`config.mk`:
```
export PLATFORM = sky130hd
export DESIGN_NAME = axil_vram_port
export DESIGN_NICKNAME = d
export VERILOG_FILES = /design/src/logic/gfx_pkg.sv /design/src/logic/axil_vram_port.sv
export VERILOG_INCLUDE_DIRS = /design/src /design/src/logic
export SDC_FILE = /design/constraint.sdc
export NUM_CORES = 1
export LEC_CHECK = 0
export ABC_AREA = 1
export BUFFER_PORTS_ARGS = -buffer_cell sky130_fd_sc_hd__buf_2
export CAP_MARGIN = 20
export CELL_PAD_IN_SITES_DETAIL_PLACEMENT = 0
export CELL_PAD_IN_SITES_GLOBAL_PLACEMENT = 1
export CORE_MARGIN = 3
export CORE_UTILIZATION = 25
export CTS_BUF_LIST = sky130_fd_sc_hd__clkbuf_8
export DETAILED_ROUTE_END_ITERATION = 7
export HOLD_SLACK_MARGIN = 0.1
export PLACE_DENSITY_LB_ADDON = 0.05
export SYNTH_ARGS = -nofsm -noshare
export SYNTH_HDL_FRONTEND = slang
export SYNTH_SLANG_ARGS = --single-unit
```
`constraint.sdc`:
```
create_clock -name clk -period 4.1 [get_ports clk]
set_input_delay 0.205 -clock clk [delete_from_list [all_inputs] [get_ports clk]]
set_output_delay 0.205 -clock clk [all_outputs]
set_load 0.005 [all_outputs]
```
`src/logic/video_consts.svh`:
```
`ifndef VIDEO_CONSTS_SVH
`define VIDEO_CONSTS_SVH

// Horizontal raster timing, in pixel clocks.
`define H_ACTIVE      256
`define H_SYNC_START  272
`define H_SYNC_WIDTH  24
`define H_TOTAL       320

// Vertical raster timing, in lines.
`define V_ACTIVE      240
`define V_SYNC_START  244
`define V_SYNC_WIDTH  3
`define V_TOTAL       262

// Tile map geometry and sprite count.
`define TILE_COLS     32
`define TILE_ROWS     30
`define NUM_SPRITES   8

// Bus byte addresses, one 32-bit word per entry.
`define TILE_BASE     16'h0000
`define SPRITE_BASE   16'h1000

// Clocks from raster position to rgb.
`define PIPE_DELAY    3

`endif

```
`src/logic/gfx_pkg.sv`:
```
`default_nettype none

package gfx_pkg;

  // One tile map cell.
  typedef struct packed {
    logic [3:0] glyph;
    logic [3:0] color;
  } tile_entry_t;

  // One sprite table slot, top bit first.
  typedef struct packed {
    logic       en;
    logic [3:0] color;
    logic [7:0] y;
    logic [8:0] x;
  } sprite_attr_t;

endpackage

`default_nettype wire

```
`src/logic/axil_vram_port.sv`:
```
`default_nettype none

`include "video_consts.svh"

module axil_vram_port (
  input  logic                                clk,
  input  logic                                rst_n,
  input  logic [15:0]                         awaddr,
  input  logic                                awvalid,
  output logic                                awready,
  input  logic [31:0]                         wdata,
  input  logic [3:0]                          wstrb,
  input  logic                                wvalid,
  output logic                                wready,
  output logic [1:0]                          bresp,
  output logic                                bvalid,
  input  logic                                bready,
  input  logic [15:0]                         araddr,
  input  logic                                arvalid,
  output logic                                arready,
  output logic [31:0]                         rdata,
  output logic [1:0]                          rresp,
  output logic                                rvalid,
  input  logic                                rready,
  output logic [9:0]                          tile_addr,
  output logic                                tile_we,
  output gfx_pkg::tile_entry_t                tile_wdata,
  input  gfx_pkg::tile_entry_t                tile_rdata,
  output logic [$clog2(`NUM_SPRITES)-1:0]     spr_addr,
  output logic                                spr_we,
  output gfx_pkg::sprite_attr_t               spr_wdata,
  input  gfx_pkg::sprite_attr_t               spr_rdata
);

  localparam logic [1:0]  RESP_OKAY   = 2'b00;
  localparam logic [1:0]  RESP_SLVERR = 2'b10;
  localparam logic [15:0] TILE_BYTES  = 16'(`TILE_COLS * `TILE_ROWS * 4);
  localparam logic [15:0] SPR_BYTES   = 16'(`NUM_SPRITES * 4);
  localparam int          SPR_AW      = $clog2(`NUM_SPRITES);

  logic [15:0] sel_addr;
  logic [15:0] tile_off;
  logic [15:0] spr_off;
  logic        tile_hit;
  logic        spr_hit;
  logic        wr_accept;
  logic        rd_accept;
  logic        rd_pend;
  logic        rd_tile;
  logic        rd_spr;

  // ******************************
  // Address decode
  // ******************************

  // Write and read handshakes never share a cycle, so one decoder serves both.
  assign sel_addr = awready ? awaddr : araddr;
  assign tile_off = sel_addr - `TILE_BASE;
  assign spr_off  = sel_addr - `SPRITE_BASE;
  assign tile_hit = tile_off < TILE_BYTES;
  assign spr_hit  = spr_off < SPR_BYTES;

  assign tile_addr  = tile_off[11:2];
  assign spr_addr   = spr_off[SPR_AW+1:2];
  assign tile_we    = awready && tile_hit;
  assign spr_we     = awready && spr_hit;
  assign tile_wdata = gfx_pkg::tile_entry_t'(wdata[$bits(gfx_pkg::tile_entry_t)-1:0]);
  assign spr_wdata  = gfx_pkg::sprite_attr_t'(wdata[$bits(gfx_pkg::sprite_attr_t)-1:0]);

  // Entries are word-wide, so byte lanes carry no meaning here.
  assign wr_accept = awvalid && wvalid && !awready && !bvalid;
  assign rd_accept = arvalid && !arready && !rd_pend && !rvalid && !wr_accept;

  // ******************************
  // Handshake state
  // ******************************

  always_ff @(posedge clk or negedge rst_n) begin
    if (!rst_n) begin
      awready <= 1'b0;
      wready  <= 1'b0;
      bvalid  <= 1'b0;
      arready <= 1'b0;
      rd_pend <= 1'b0;
      rvalid  <= 1'b0;
    end else begin
      awready <= wr_accept;
      wready  <= wr_accept;
      arready <= rd_accept;
      rd_pend <= arready;
      if (awready) begin
        bvalid <= 1'b1;
      end else if (bready) begin
        bvalid <= 1'b0;
      end
      if (rd_pend) begin
        rvalid <= 1'b1;
      end else if (rready) begin
        rvalid <= 1'b0;
      end
    end
  end

  always_ff @(posedge clk) begin
    if (awready) begin
      bresp <= (tile_hit || spr_hit) ? RESP_OKAY : RESP_SLVERR;
    end
    if (arready) begin
      rd_tile <= tile_hit;
      rd_spr  <= spr_hit;
    end
    // RAM data is valid one cycle after the address handshake.
    if (rd_pend) begin
      rresp <= (rd_tile || rd_spr) ? RESP_OKAY : RESP_SLVERR;
      if (rd_tile) begin
        rdata <= 32'(tile_rdata);
      end else if (rd_spr) begin
        rdata <= 32'(spr_rdata);
      end else begin
        rdata <= '0;
      end
    end
  end

endmodule

`default_nettype wire

```
==> results.yml, run 1 <==
detailed_routing:
  initialDrtViolationCount: 54
  wl_per_cell_um: 11.4
  detail_route.drc_violations: 0
  via_total_after_detailed_routing: 1551
  wirelength_routed_um: 4720
  antenna_violating_nets_post_route: 0
  vias_per_cell: 3.75
  first_pass_iters: 4
power:
  ir_worst_vdd_mv: 0.141
  combinational_fraction_of_design_power_pct: 20.0
  internal-power_uw: 609
  power.clock.fraction_pct: 26.0
  power.switching_fraction_pct: 28.9
  post-layout-total-power_uw: 857
  seq_power_share_pct: 54.0
  power.density_nw_per_um2: 369
  p_leak_nw: 1.33
  switching_power_of_the_nets_uw: 247
sta:
  report.final.hold_viol_count: 0
  timing_worst_slew_pin_value_ns: 1.01
  final_period_minus_worst_setup_slack_ns: 2.23
  post_route_fraction_of_the_period_consumed_by_the_critical_path_pct: 54.3
  tns_ns: 0
  slew_violations: 0
  worst_slew_margin_rel_pct: 32.9
  report.final.setup_viol: 0
  grt_setup_unrepaired: "no"
  achievable-frequency_mhz: 449
  finClkSkew_ns: 0.00808
setup_path:
  worstSetupStartpointType: "flop"
  critPathCaptureType: "output port"
  cp_data_required_time_ns: 3.89
  criticalPathCategory: "reg2out"
  critical_path_arrival_ns: 2.02
  crit_fanout: 18
grt:
  grt_pass1_wl_um: 7290
  first_global_vias: 1525
  grt_overflow_total: 0
  grt_start_max_net_pins: 26
  grtUsageTotal_pct: 10.8
  antenna_violations_before_repair: 0
clocking:
  clk_path_buf_depth: 2
  clk_pin_slew_ns: 0.06
  cts_tree: "built"
  clockRootBuffer: "sky130_fd_sc_hd__clkbuf_8"
  cts-buffers-inserted: 5
  cts_resized: 0
  clkLatencyLatePin_ns: 0.28
  cts_h_tree_depth: 2
  clkSinkCount: 31
layout:
  layout-drive-gt1-share_pct: 37.1
  post_layout_instance_count_excluding_filler_cells: 414
  num_antenna_cells: 0
  area_growth_synth_to_finish_pct: 22.5
  final_net_count: 419
die:
  die_extent_in_x_um: 93.1
  std_cell_rows: 31
  io_pins: 191
  die_height_um: 93.1
  floorplan_die_area_um2: 8670
  coreArea_um2: 7290
  initial_utilization_pct: 26.0
yosys:
  synthDominantCellAreaShare_pct: 41.1
  synthTopCellsByArea: "sky130_fd_sc_hd__edfxtp_1 41%, sky130_fd_sc_hd__buf_4 19%, sky130_fd_sc_hd__nand2_1 12%"
  yosys_register_bits: 31
  ys_top_cells_by_count: "63 x sky130_fd_sc_hd__nand2_1, 48 x sky130_fd_sc_hd__buf_4, 42 x sky130_fd_sc_hd__inv_1"
  ys_types: 19
  syn_area_um2: 1900
  syn_inst: 237
  synth_largest_area_cell: "sky130_fd_sc_hd__edfxtp_1"
  async_reset_ff_share_pct: 16.1
  syn-mean-instance-area_um2: 8.01
  ys.flop_type: "sky130_fd_sc_hd__edfxtp_1"
  synth_sequential_area_ratio_pct: 47.7
  number_of_enable_flip_flop_cells_after_synthesis: 26
  yosysWarningCount: 0
  most_frequently_used_cell_type_in_the_post_synthesis_netlist: "sky130_fd_sc_hd__nand2_1"
placed_design:
  dp.final_hpwl_um: 3710
  placement.io_buffers: 108
  gp_routability_congestion: 0.652
  placedCellCount: 404
worst_hold_path:
  hp-class: "in2reg"
outcome:
  run_status: "complete, no violations"
job:
  timing.max_cap.violations: 0
## registers in the layout (all words and copies together) (netlist names)
signal   flops
rdata       22
rvalid       1
bvalid       1
rresp        1
arready      1
rd_pend      1
rd_tile      1
wready       1
rd_spr       1
bresp        1
## stage by stage
step                      utilization, %  setup slack [ns]  cell area (um2)  hold WS, ns
after floorplan                        -              2.71             1940      -0.0906
after global placement              30.5              2.02             2220       0.0278
after detailed placement            30.5              2.05             2220       0.0321
after CTS                           31.9              1.73             2320        0.102
after global routing                31.9              1.57             2320        0.140
final                               31.9              1.87             2320        0.112
## cell families (layout without fill, tap and decap cells)
| group | after synthesis | after routing | share of synthesized area, % |
|---|---|---|---|
| simple gates | 106 | 106 | 22.2 |
| buf+inv | 96 | 163 | 28.9 |
| flops | 31 | 31 | 47.7 |
| compound gates | 3 | 3 | 0.923 |
| other cells | 1 | 12 | 0.198 |
## cell type report
type | instances | area (um2)
clock buffers | 5 | 68.8
clock inverters | 3 | 12.5
fillers | 837 | 4970
inverters | 45 | 169
multi-input cells | 121 | 484
flip-flops and latches | 31 | 906
well taps | 99 | 124
repair buffers | 110 | 561
## metal layers
| metal | wire length [um] | track usage [%] | up-vias |
|---|---|---|---|
| met5 | 0 | 0 | - |
| met4 | 127 | 5.25 | 0 |
| met3 | 556 | 4.59 | 12 |
| met2 | 2180 | 18.1 | 84 |
| met1 | 1850 | 11.7 | 652 |
| li1 | - | - | 803 |
## power groups by stage
stage / sequential [mW] / clock (mW) / combinational (mW)
floorplan: 0.457 / 0 / 0.115
global placement: 0.473 / 0 / 0.176
detailed placement: 0.472 / 0 / 0.175
CTS: 0.467 / 0.233 / 0.177
global route: 0.473 / 0.246 / 0.200
finish: 0.463 / 0.223 / 0.171
## what timing repair did
action / CTS / global route
hold buffers: 2 / 0
setup buffers: 0 / 0
hold endpoints to repair: 6 / 0
## worst max-delay path, cell delays in order (launching register included)
cell and delay (ns):
sky130_fd_sc_hd__dfrtp_1 0.74, sky130_fd_sc_hd__inv_2 0.30, sky130_fd_sc_hd__nand2_1 0.12, sky130_fd_sc_hd__nand2_1 0.10, sky130_fd_sc_hd__nor2_1 0.12, sky130_fd_sc_hd__nand3_1 0.07, sky130_fd_sc_hd__nand2_1 0.10, sky130_fd_sc_hd__nor2_1 0.05
sky130_fd_sc_hd__buf_2 0.14
## worst paths after layout
| check | slack [ns] | endpoint | cells after the start | start |
|---|---|---|---|---|
| min reg2reg | 0.48 | wready | 1 | bvalid |
| max reg2reg | 2.25 | rd_tile | 7 | wready |
| max in group asynchronous | 3.71 | bvalid | 2 | rst_n |
| min in group asynchronous | 0.26 | rvalid | 2 | rst_n |
| min | 0.11 | bvalid | 2 | bready |
| max | 1.87 | tile_we | 8 | wready |
## placed cells by master (no fill, tap or decap), drive strengths merged, types with 2 or more instances in the layout
master	instances
buf	108
clkbuf	5
clkinv	2
conb	12
dfrtp	5
dlygate4sd3	2
edfxtp	26
inv	46
nand2	64
nand3	14
nor2	26
o21ai	2
Power figures use the tool's default switching activity.
==> inputs of run 2 (changes only) <==
- ABC_AREA: 1 -> 0
- CORE_UTILIZATION: 25 -> 21
- clock period: 4.1 -> 1.83 ns (I/O delays scaled with it)
==> results.yml, run 2 <==
detailed_routing:
  vias_per_cell: 3.95
  initialDrtViolationCount: 32
  wl_per_cell_um: 12.0
  via_total_after_detailed_routing: 1419
  first_pass_iters: 4
  antenna_violating_nets_post_route: 0
  detail_route.drc_violations: 0
  wirelength_routed_um: 4290
yosys:
  post_synthesis_adder_cell_area_fraction_pct: 0
  async_reset_ff_share_pct: 16.1
  syn_area_um2: 1740
  ys.flop_type: "sky130_fd_sc_hd__edfxtp_1"
  syn_inst: 147
  synth_simple_gate_area_share_pct: 13.4
  synth.mux.area_fraction_pct: 6.98
  synth_xor_xnor_area_share_pct: 0
  synth_sequential_area_ratio_pct: 52.1
  syn-mean-instance-area_um2: 11.8
  synth_largest_area_cell: "sky130_fd_sc_hd__edfxtp_1"
  synthDominantCellAreaShare_pct: 44.9
  synth_compound_area_share_pct: 5.76
  synthTopCellsByArea: "sky130_fd_sc_hd__edfxtp_1 45%, sky130_fd_sc_hd__buf_4 20%, sky130_fd_sc_hd__dfrtp_1 7.2%"
  yosysWarningCount: 0
  most_frequently_used_cell_type_in_the_post_synthesis_netlist: "sky130_fd_sc_hd__buf_4"
  synth_top_family_by_area: "buffers and inverters"
  ys_top_cells_by_count: "47 x sky130_fd_sc_hd__buf_4, 26 x sky130_fd_sc_hd__edfxtp_1, 16 x sky130_fd_sc_hd__and2_1"
  ys_types: 26
  yosys_register_bits: 31
  number_of_enable_flip_flop_cells_after_synthesis: 26
worst_hold_path:
  hp-class: "in2reg"
grt:
  first_global_vias: 1504
  grt_start_max_net_pins: 24
  antenna_violations_before_repair: 0
  grt_pass1_wl_um: 7160
  grtUsageTotal_pct: 9.33
  grt_overflow_total: 0
setup_path:
  crit_fanout: 4
  worstSetupStartpointType: "flop"
  critPathCaptureType: "output port"
  critical_path_arrival_ns: 1.78
  criticalPathCategory: "reg2out"
  cp_data_required_time_ns: 1.74
placed_design:
  placedCellCount: 322
  placed_cell_area_um2: 2130
  placement.io_buffers: 108
  dp.final_hpwl_um: 3310
  gp_routability_congestion: 0.718
sta:
  slew_violations: 0
  post_route_fraction_of_the_period_consumed_by_the_critical_path_pct: 102
  finClkSkew_ns: 0.00715
  report.final.setup_viol: 1
  achievable-frequency_mhz: 533
  final_period_minus_worst_setup_slack_ns: 1.87
  fin_ws_ns: -0.0444
  grt_setup_unrepaired: "yes"
  report.final.hold_viol_count: 0
die:
  coreArea_um2: 7890
  die_extent_in_x_um: 97.0
  std_cell_rows: 32
  io_pins: 191
  die_height_um: 97.0
  floorplan_die_area_um2: 9410
  initial_utilization_pct: 22.0
outcome:
  run_status: "complete, but fails checks"
  failed_checks: "setup timing"
power:
  seq_power_share_pct: 48.4
  post-layout-total-power_mw: 1.99
  p_leak_nw: 1.19
  switching_power_of_the_nets_uw: 512
  combinational_fraction_of_design_power_pct: 24.3
  power.density_nw_per_um2: 778
  ir_worst_vdd_mv: 0.259
  power.clock.fraction_pct: 27.3
  internal-power_mw: 1.48
  power.switching_fraction_pct: 25.7
clocking:
  cts-buffers-inserted: 5
  cts_h_tree_depth: 2
  clkSinkCount: 31
  cts_tree: "built"
  clk_pin_slew_ns: 0.07
  clkLatencyLatePin_ns: 0.28
  clockRootBuffer: "sky130_fd_sc_hd__clkbuf_8"
  clk_path_buf_depth: 2
layout:
  final_net_count: 361
  final_util_pct: 32.5
  most-common-layout-cells: "107 x sky130_fd_sc_hd__buf_2, 26 x sky130_fd_sc_hd__edfxtp_1, 23 x sky130_fd_sc_hd__dlygate4sd3_1, 15 x sky130_fd_sc_hd__and2_1, 12 x sky130_fd_sc_hd__conb_1"
  num_antenna_cells: 0
  largest_register_by_flop_count: "rdata"
  layout-drive-gt1-share_pct: 55.6
  finalInstanceArea_um2: 2560
  layout.cells.most_common: "sky130_fd_sc_hd__buf_2"
  area_growth_synth_to_finish_pct: 47.2
  post_layout_instance_count_excluding_filler_cells: 359
  largest_reg_flops: 22
job:
  timing.max_cap.violations: 0
## run 2: layout make-up
type,count,area [um2]
clock buffers,6,82.6
clock inverters,2,8.76
fillers,821,5330
inverters,2,7.51
multi-input cells,74,542
flip-flops and latches,31,907
well taps,102,128
repair buffers,142,885
## run 2: power by group through the flow
stage	Sequential, mW	Combinational (mW)	Clock [mW]
finish	0.964	0.484	0.545
global route	0.978	0.539	0.606
CTS	0.967	0.481	0.568
detailed placement	0.980	0.433	0
global placement	0.976	0.437	0
floorplan	1.02	0.212	0
## run 2: final timing paths
path	from	endpoint	slack [ns]	cells past startpoint
max	wready	spr_we	-0.04	5
min	spr_rdata[2]	rdata[2]	0.11	2
max reg2reg	wready	wready	0.12	4
min reg2reg	rd_pend	rvalid	0.47	1
max in group asynchronous	rst_n	wready	1.53	2
min in group asynchronous	rst_n	rvalid	0.15	2
## run 2: metal layers
metal | wire length [um] | up-vias | part of all wire [%] | track usage, %
met5 | 0 | - | 0 | 0
met4 | 98 | 0 | 2.3 | 4.43
met3 | 505 | 13 | 12 | 3.97
met2 | 2030 | 107 | 47 | 15.9
met1 | 1660 | 626 | 39 | 9.90
li1 | - | 673 | - | -
## run 2: what timing repair did
action / 4_1_cts / 5_1_grt
pin swaps: 4 / 6
hold endpoints to repair: 26 / 0
endpoints found under the setup margin: 2 / 2
gates resized for setup: 6 / 5
gates cloned: 0 / 0
hold buffers: 23 / 0
buffers inserted: 2 / 4
## run 2: metrics by stage
| step | hold WS, ns | worst slack (ns) | setup TNS (ns) |
|---|---|---|---|
| finish | 0.108 | -0.0444 | -0.0444 |
| global route | 0.103 | -0.143 | -0.152 |
| CTS | 0.100 | -0.0969 | -0.0969 |
| detailed placement | -0.0911 | 0.0805 | 0 |
| global placement | -0.0902 | 0.112 | 0 |
| floorplan | -0.204 | 0.277 | 0 |
## run 2: worst max-delay path: stages (launching register included)
cell and delay (ns):
sky130_fd_sc_hd__dfrtp_2 0.41, sky130_fd_sc_hd__or4b_4 0.46, sky130_fd_sc_hd__o22a_1 0.26, sky130_fd_sc_hd__nor3_4 0.13, sky130_fd_sc_hd__and2_4 0.16, sky130_fd_sc_hd__buf_6 0.09
## run 2: cell families after synthesis
kind of cell,after synthesis
flip-flops,31
buffers and inverters,53
AO/OA/AOI/OAI,13
multiplexers,11
AND/OR/NAND/NOR,38
other,1
==> inputs of run 3 (changes only) <==
- SETUP_SLACK_MARGIN: unset -> 0.5
==> results.yml, run 3 (synthesis gave the netlist of run 2 again) <==
layout:
  largest_register_by_flop_count: "rdata"
  largest_reg_flops: 22
  area_growth_synth_to_finish_pct: 53.2
  layout-drive-gt1-share_pct: 57.8
  final_net_count: 367
  finalInstanceArea_um2: 2660
  num_antenna_cells: 0
  n_fill_cell: 802
  area_of_all_sequential_standard_cells_um2: 907
  layout.cells.most_common: "sky130_fd_sc_hd__buf_2"
  most-common-layout-cells: "104 x sky130_fd_sc_hd__buf_2, 26 x sky130_fd_sc_hd__edfxtp_1, 22 x sky130_fd_sc_hd__dlygate4sd3_1, 16 x sky130_fd_sc_hd__and2_1, 12 x sky130_fd_sc_hd__conb_1"
  multiInputGateArea_um2: 579
setup_path:
  crit_fanout: 5
  critical_path_arrival_ns: 1.72
  cp_data_required_time_ns: 1.74
  r2r_slack_ns: 0.23
  criticalPathCategory: "reg2out"
  worstSetupStartpointType: "flop"
  crit-reg2reg-launch: "wready"
  critPathCaptureType: "output port"
  startpoint: "wready"
grt:
  grtUsageMet2_pct: 16.3
  grt_pass1_wl_um: 7150
  top_usage_layer: "met2"
  grt_overflow_total: 0
  grt_start_max_net_pins: 24
  grt_util_met1_pct: 10.1
  first_global_vias: 1507
  grtUsageTotal_pct: 9.43
  antenna_violations_before_repair: 0
  grt_util_met3_pct: 3.32
sta:
  final_period_minus_worst_setup_slack_ns: 1.81
  report.final.setup_viol: 0
  post_route_fraction_of_the_period_consumed_by_the_critical_path_pct: 99.2
  grt_setup_unrepaired: "yes"
  achievable-frequency_mhz: 551
  slew_violations: 0
  report.final.hold_viol_count: 0
  finClkSkew_ns: 0.00288
placed_design:
  dp.final_hpwl_um: 3490
  placement.io_buffers: 108
  gp_routability_congestion: 0.708
  placed_cell_area_um2: 2130
power:
  post-layout-total-power_mw: 2.03
  p_leak_nw: 1.24
  ir_worst_vdd_mv: 0.309
  power.density_nw_per_um2: 761
die:
  die_extent_in_x_um: 97.0
  floorplan_die_area_um2: 9410
  std_cell_rows: 32
  io_pins: 191
  initial_utilization_pct: 22.0
  coreArea_um2: 7890
  die_height_um: 97.0
clocking:
  clk_pin_slew_ns: 0.06
  clkSinkCount: 31
  cts_tree: "built"
  clkLatencyLatePin_ns: 0.27
  clk_path_buf_depth: 2
  cts_h_tree_depth: 2
  cts-buffers-inserted: 5
  clockRootBuffer: "sky130_fd_sc_hd__clkbuf_8"
detailed_routing:
  initialDrtViolationCount: 34
  wl_per_cell_um: 12.3
  wirelength_routed_um: 4480
  via_total_after_detailed_routing: 1437
  detail_route.drc_violations: 0
  vias_per_cell: 3.94
  first_pass_iters: 4
  antenna_violating_nets_post_route: 0
job:
  timing.max_cap.violations: 0
worst_hold_path:
  worst_min_delay_path_startpoint: "spr_rdata[5]"
  hp-class: "in2reg"
outcome:
  run_status: "complete, no violations"
-- run 3: changes by cell type in the layout (fill, tap and decap cells not counted), moves of 2 or more --
cell	before	now
sky130_fd_sc_hd__mux2_4	0	2
sky130_fd_sc_hd__buf_6	1	10
sky130_fd_sc_hd__buf_2	107	104
sky130_fd_sc_hd__buf_12	2	0
sky130_fd_sc_hd__mux2_2	9	7
sky130_fd_sc_hd__buf_4	9	11
-- run 3: cell type report --
| class | count | area share (%) |
|---|---|---|
| timing repair buffer | 148 | 35.7 |
| tap | 102 | 4.79 |
| clock buffer | 6 | 3.10 |
| sequential | 31 | 34.1 |
| multi-input combinational | 74 | 21.7 |
| inverter | 2 | 0.282 |
| clock inverter | 2 | 0.329 |
-- run 3: per-layer routing --
| layer | wire length, um | part of all wire (%) |
|---|---|---|
| met1 | 1620 | 36 |
| met2 | 2300 | 51 |
| met3 | 500 | 11 |
| met4 | 64 | 1.4 |
| met5 | 0 | 0 |
-- run 3: metrics by stage --
stage	hold WS, ns	utilization [%]	setup WS (ns)	setup TNS, ns	cells
finish	0.113	33.8	0.0153	0	365
global route	0.109	33.8	-0.0760	-0.0834	365
CTS	0.104	32.2	-0.0113	-0.0113	358
detailed placement	-0.0882	27.0	0.176	0	323
global placement	-0.0903	27.0	0.171	0	323
floorplan	-0.204	-	0.312	0	158
-- run 3: final timing paths --
kind,endpoint,depth (start not counted)
setup / recovery,spr_we,5
max in group asynchronous,wready,2
setup reg to reg,bresp[1],5
hold reg to reg,arready,1
min in group asynchronous,arready,2
hold / removal,rdata[5],2
-- run 3: what timing repair did --
item | CTS | global route
hold endpoints to repair | 24 | 1
hold buffers | 21 | 1
buffers inserted | 6 | 6
pin swaps | 6 | 3
resized for setup | 15 | 13
endpoints found under the setup margin | 33 | 35
-- run 3: worst max-delay path, cell delays in order (launching register included) --
cell and delay [ns]:
sky130_fd_sc_hd__dfrtp_2 0.40, sky130_fd_sc_hd__or4b_1 0.45, sky130_fd_sc_hd__o22a_1 0.22, sky130_fd_sc_hd__nor3_2 0.12, sky130_fd_sc_hd__and2_1 0.15, sky130_fd_sc_hd__buf_2 0.11
-- run 3: report_power, final --
| group | switching (mW) | total (mW) | internal (mW) |
|---|---|---|---|
| clock network | 0.237 | 0.534 | 0.297 |
| registers | 0.0472 | 0.966 | 0.919 |
| logic | 0.233 | 0.526 | 0.292 |
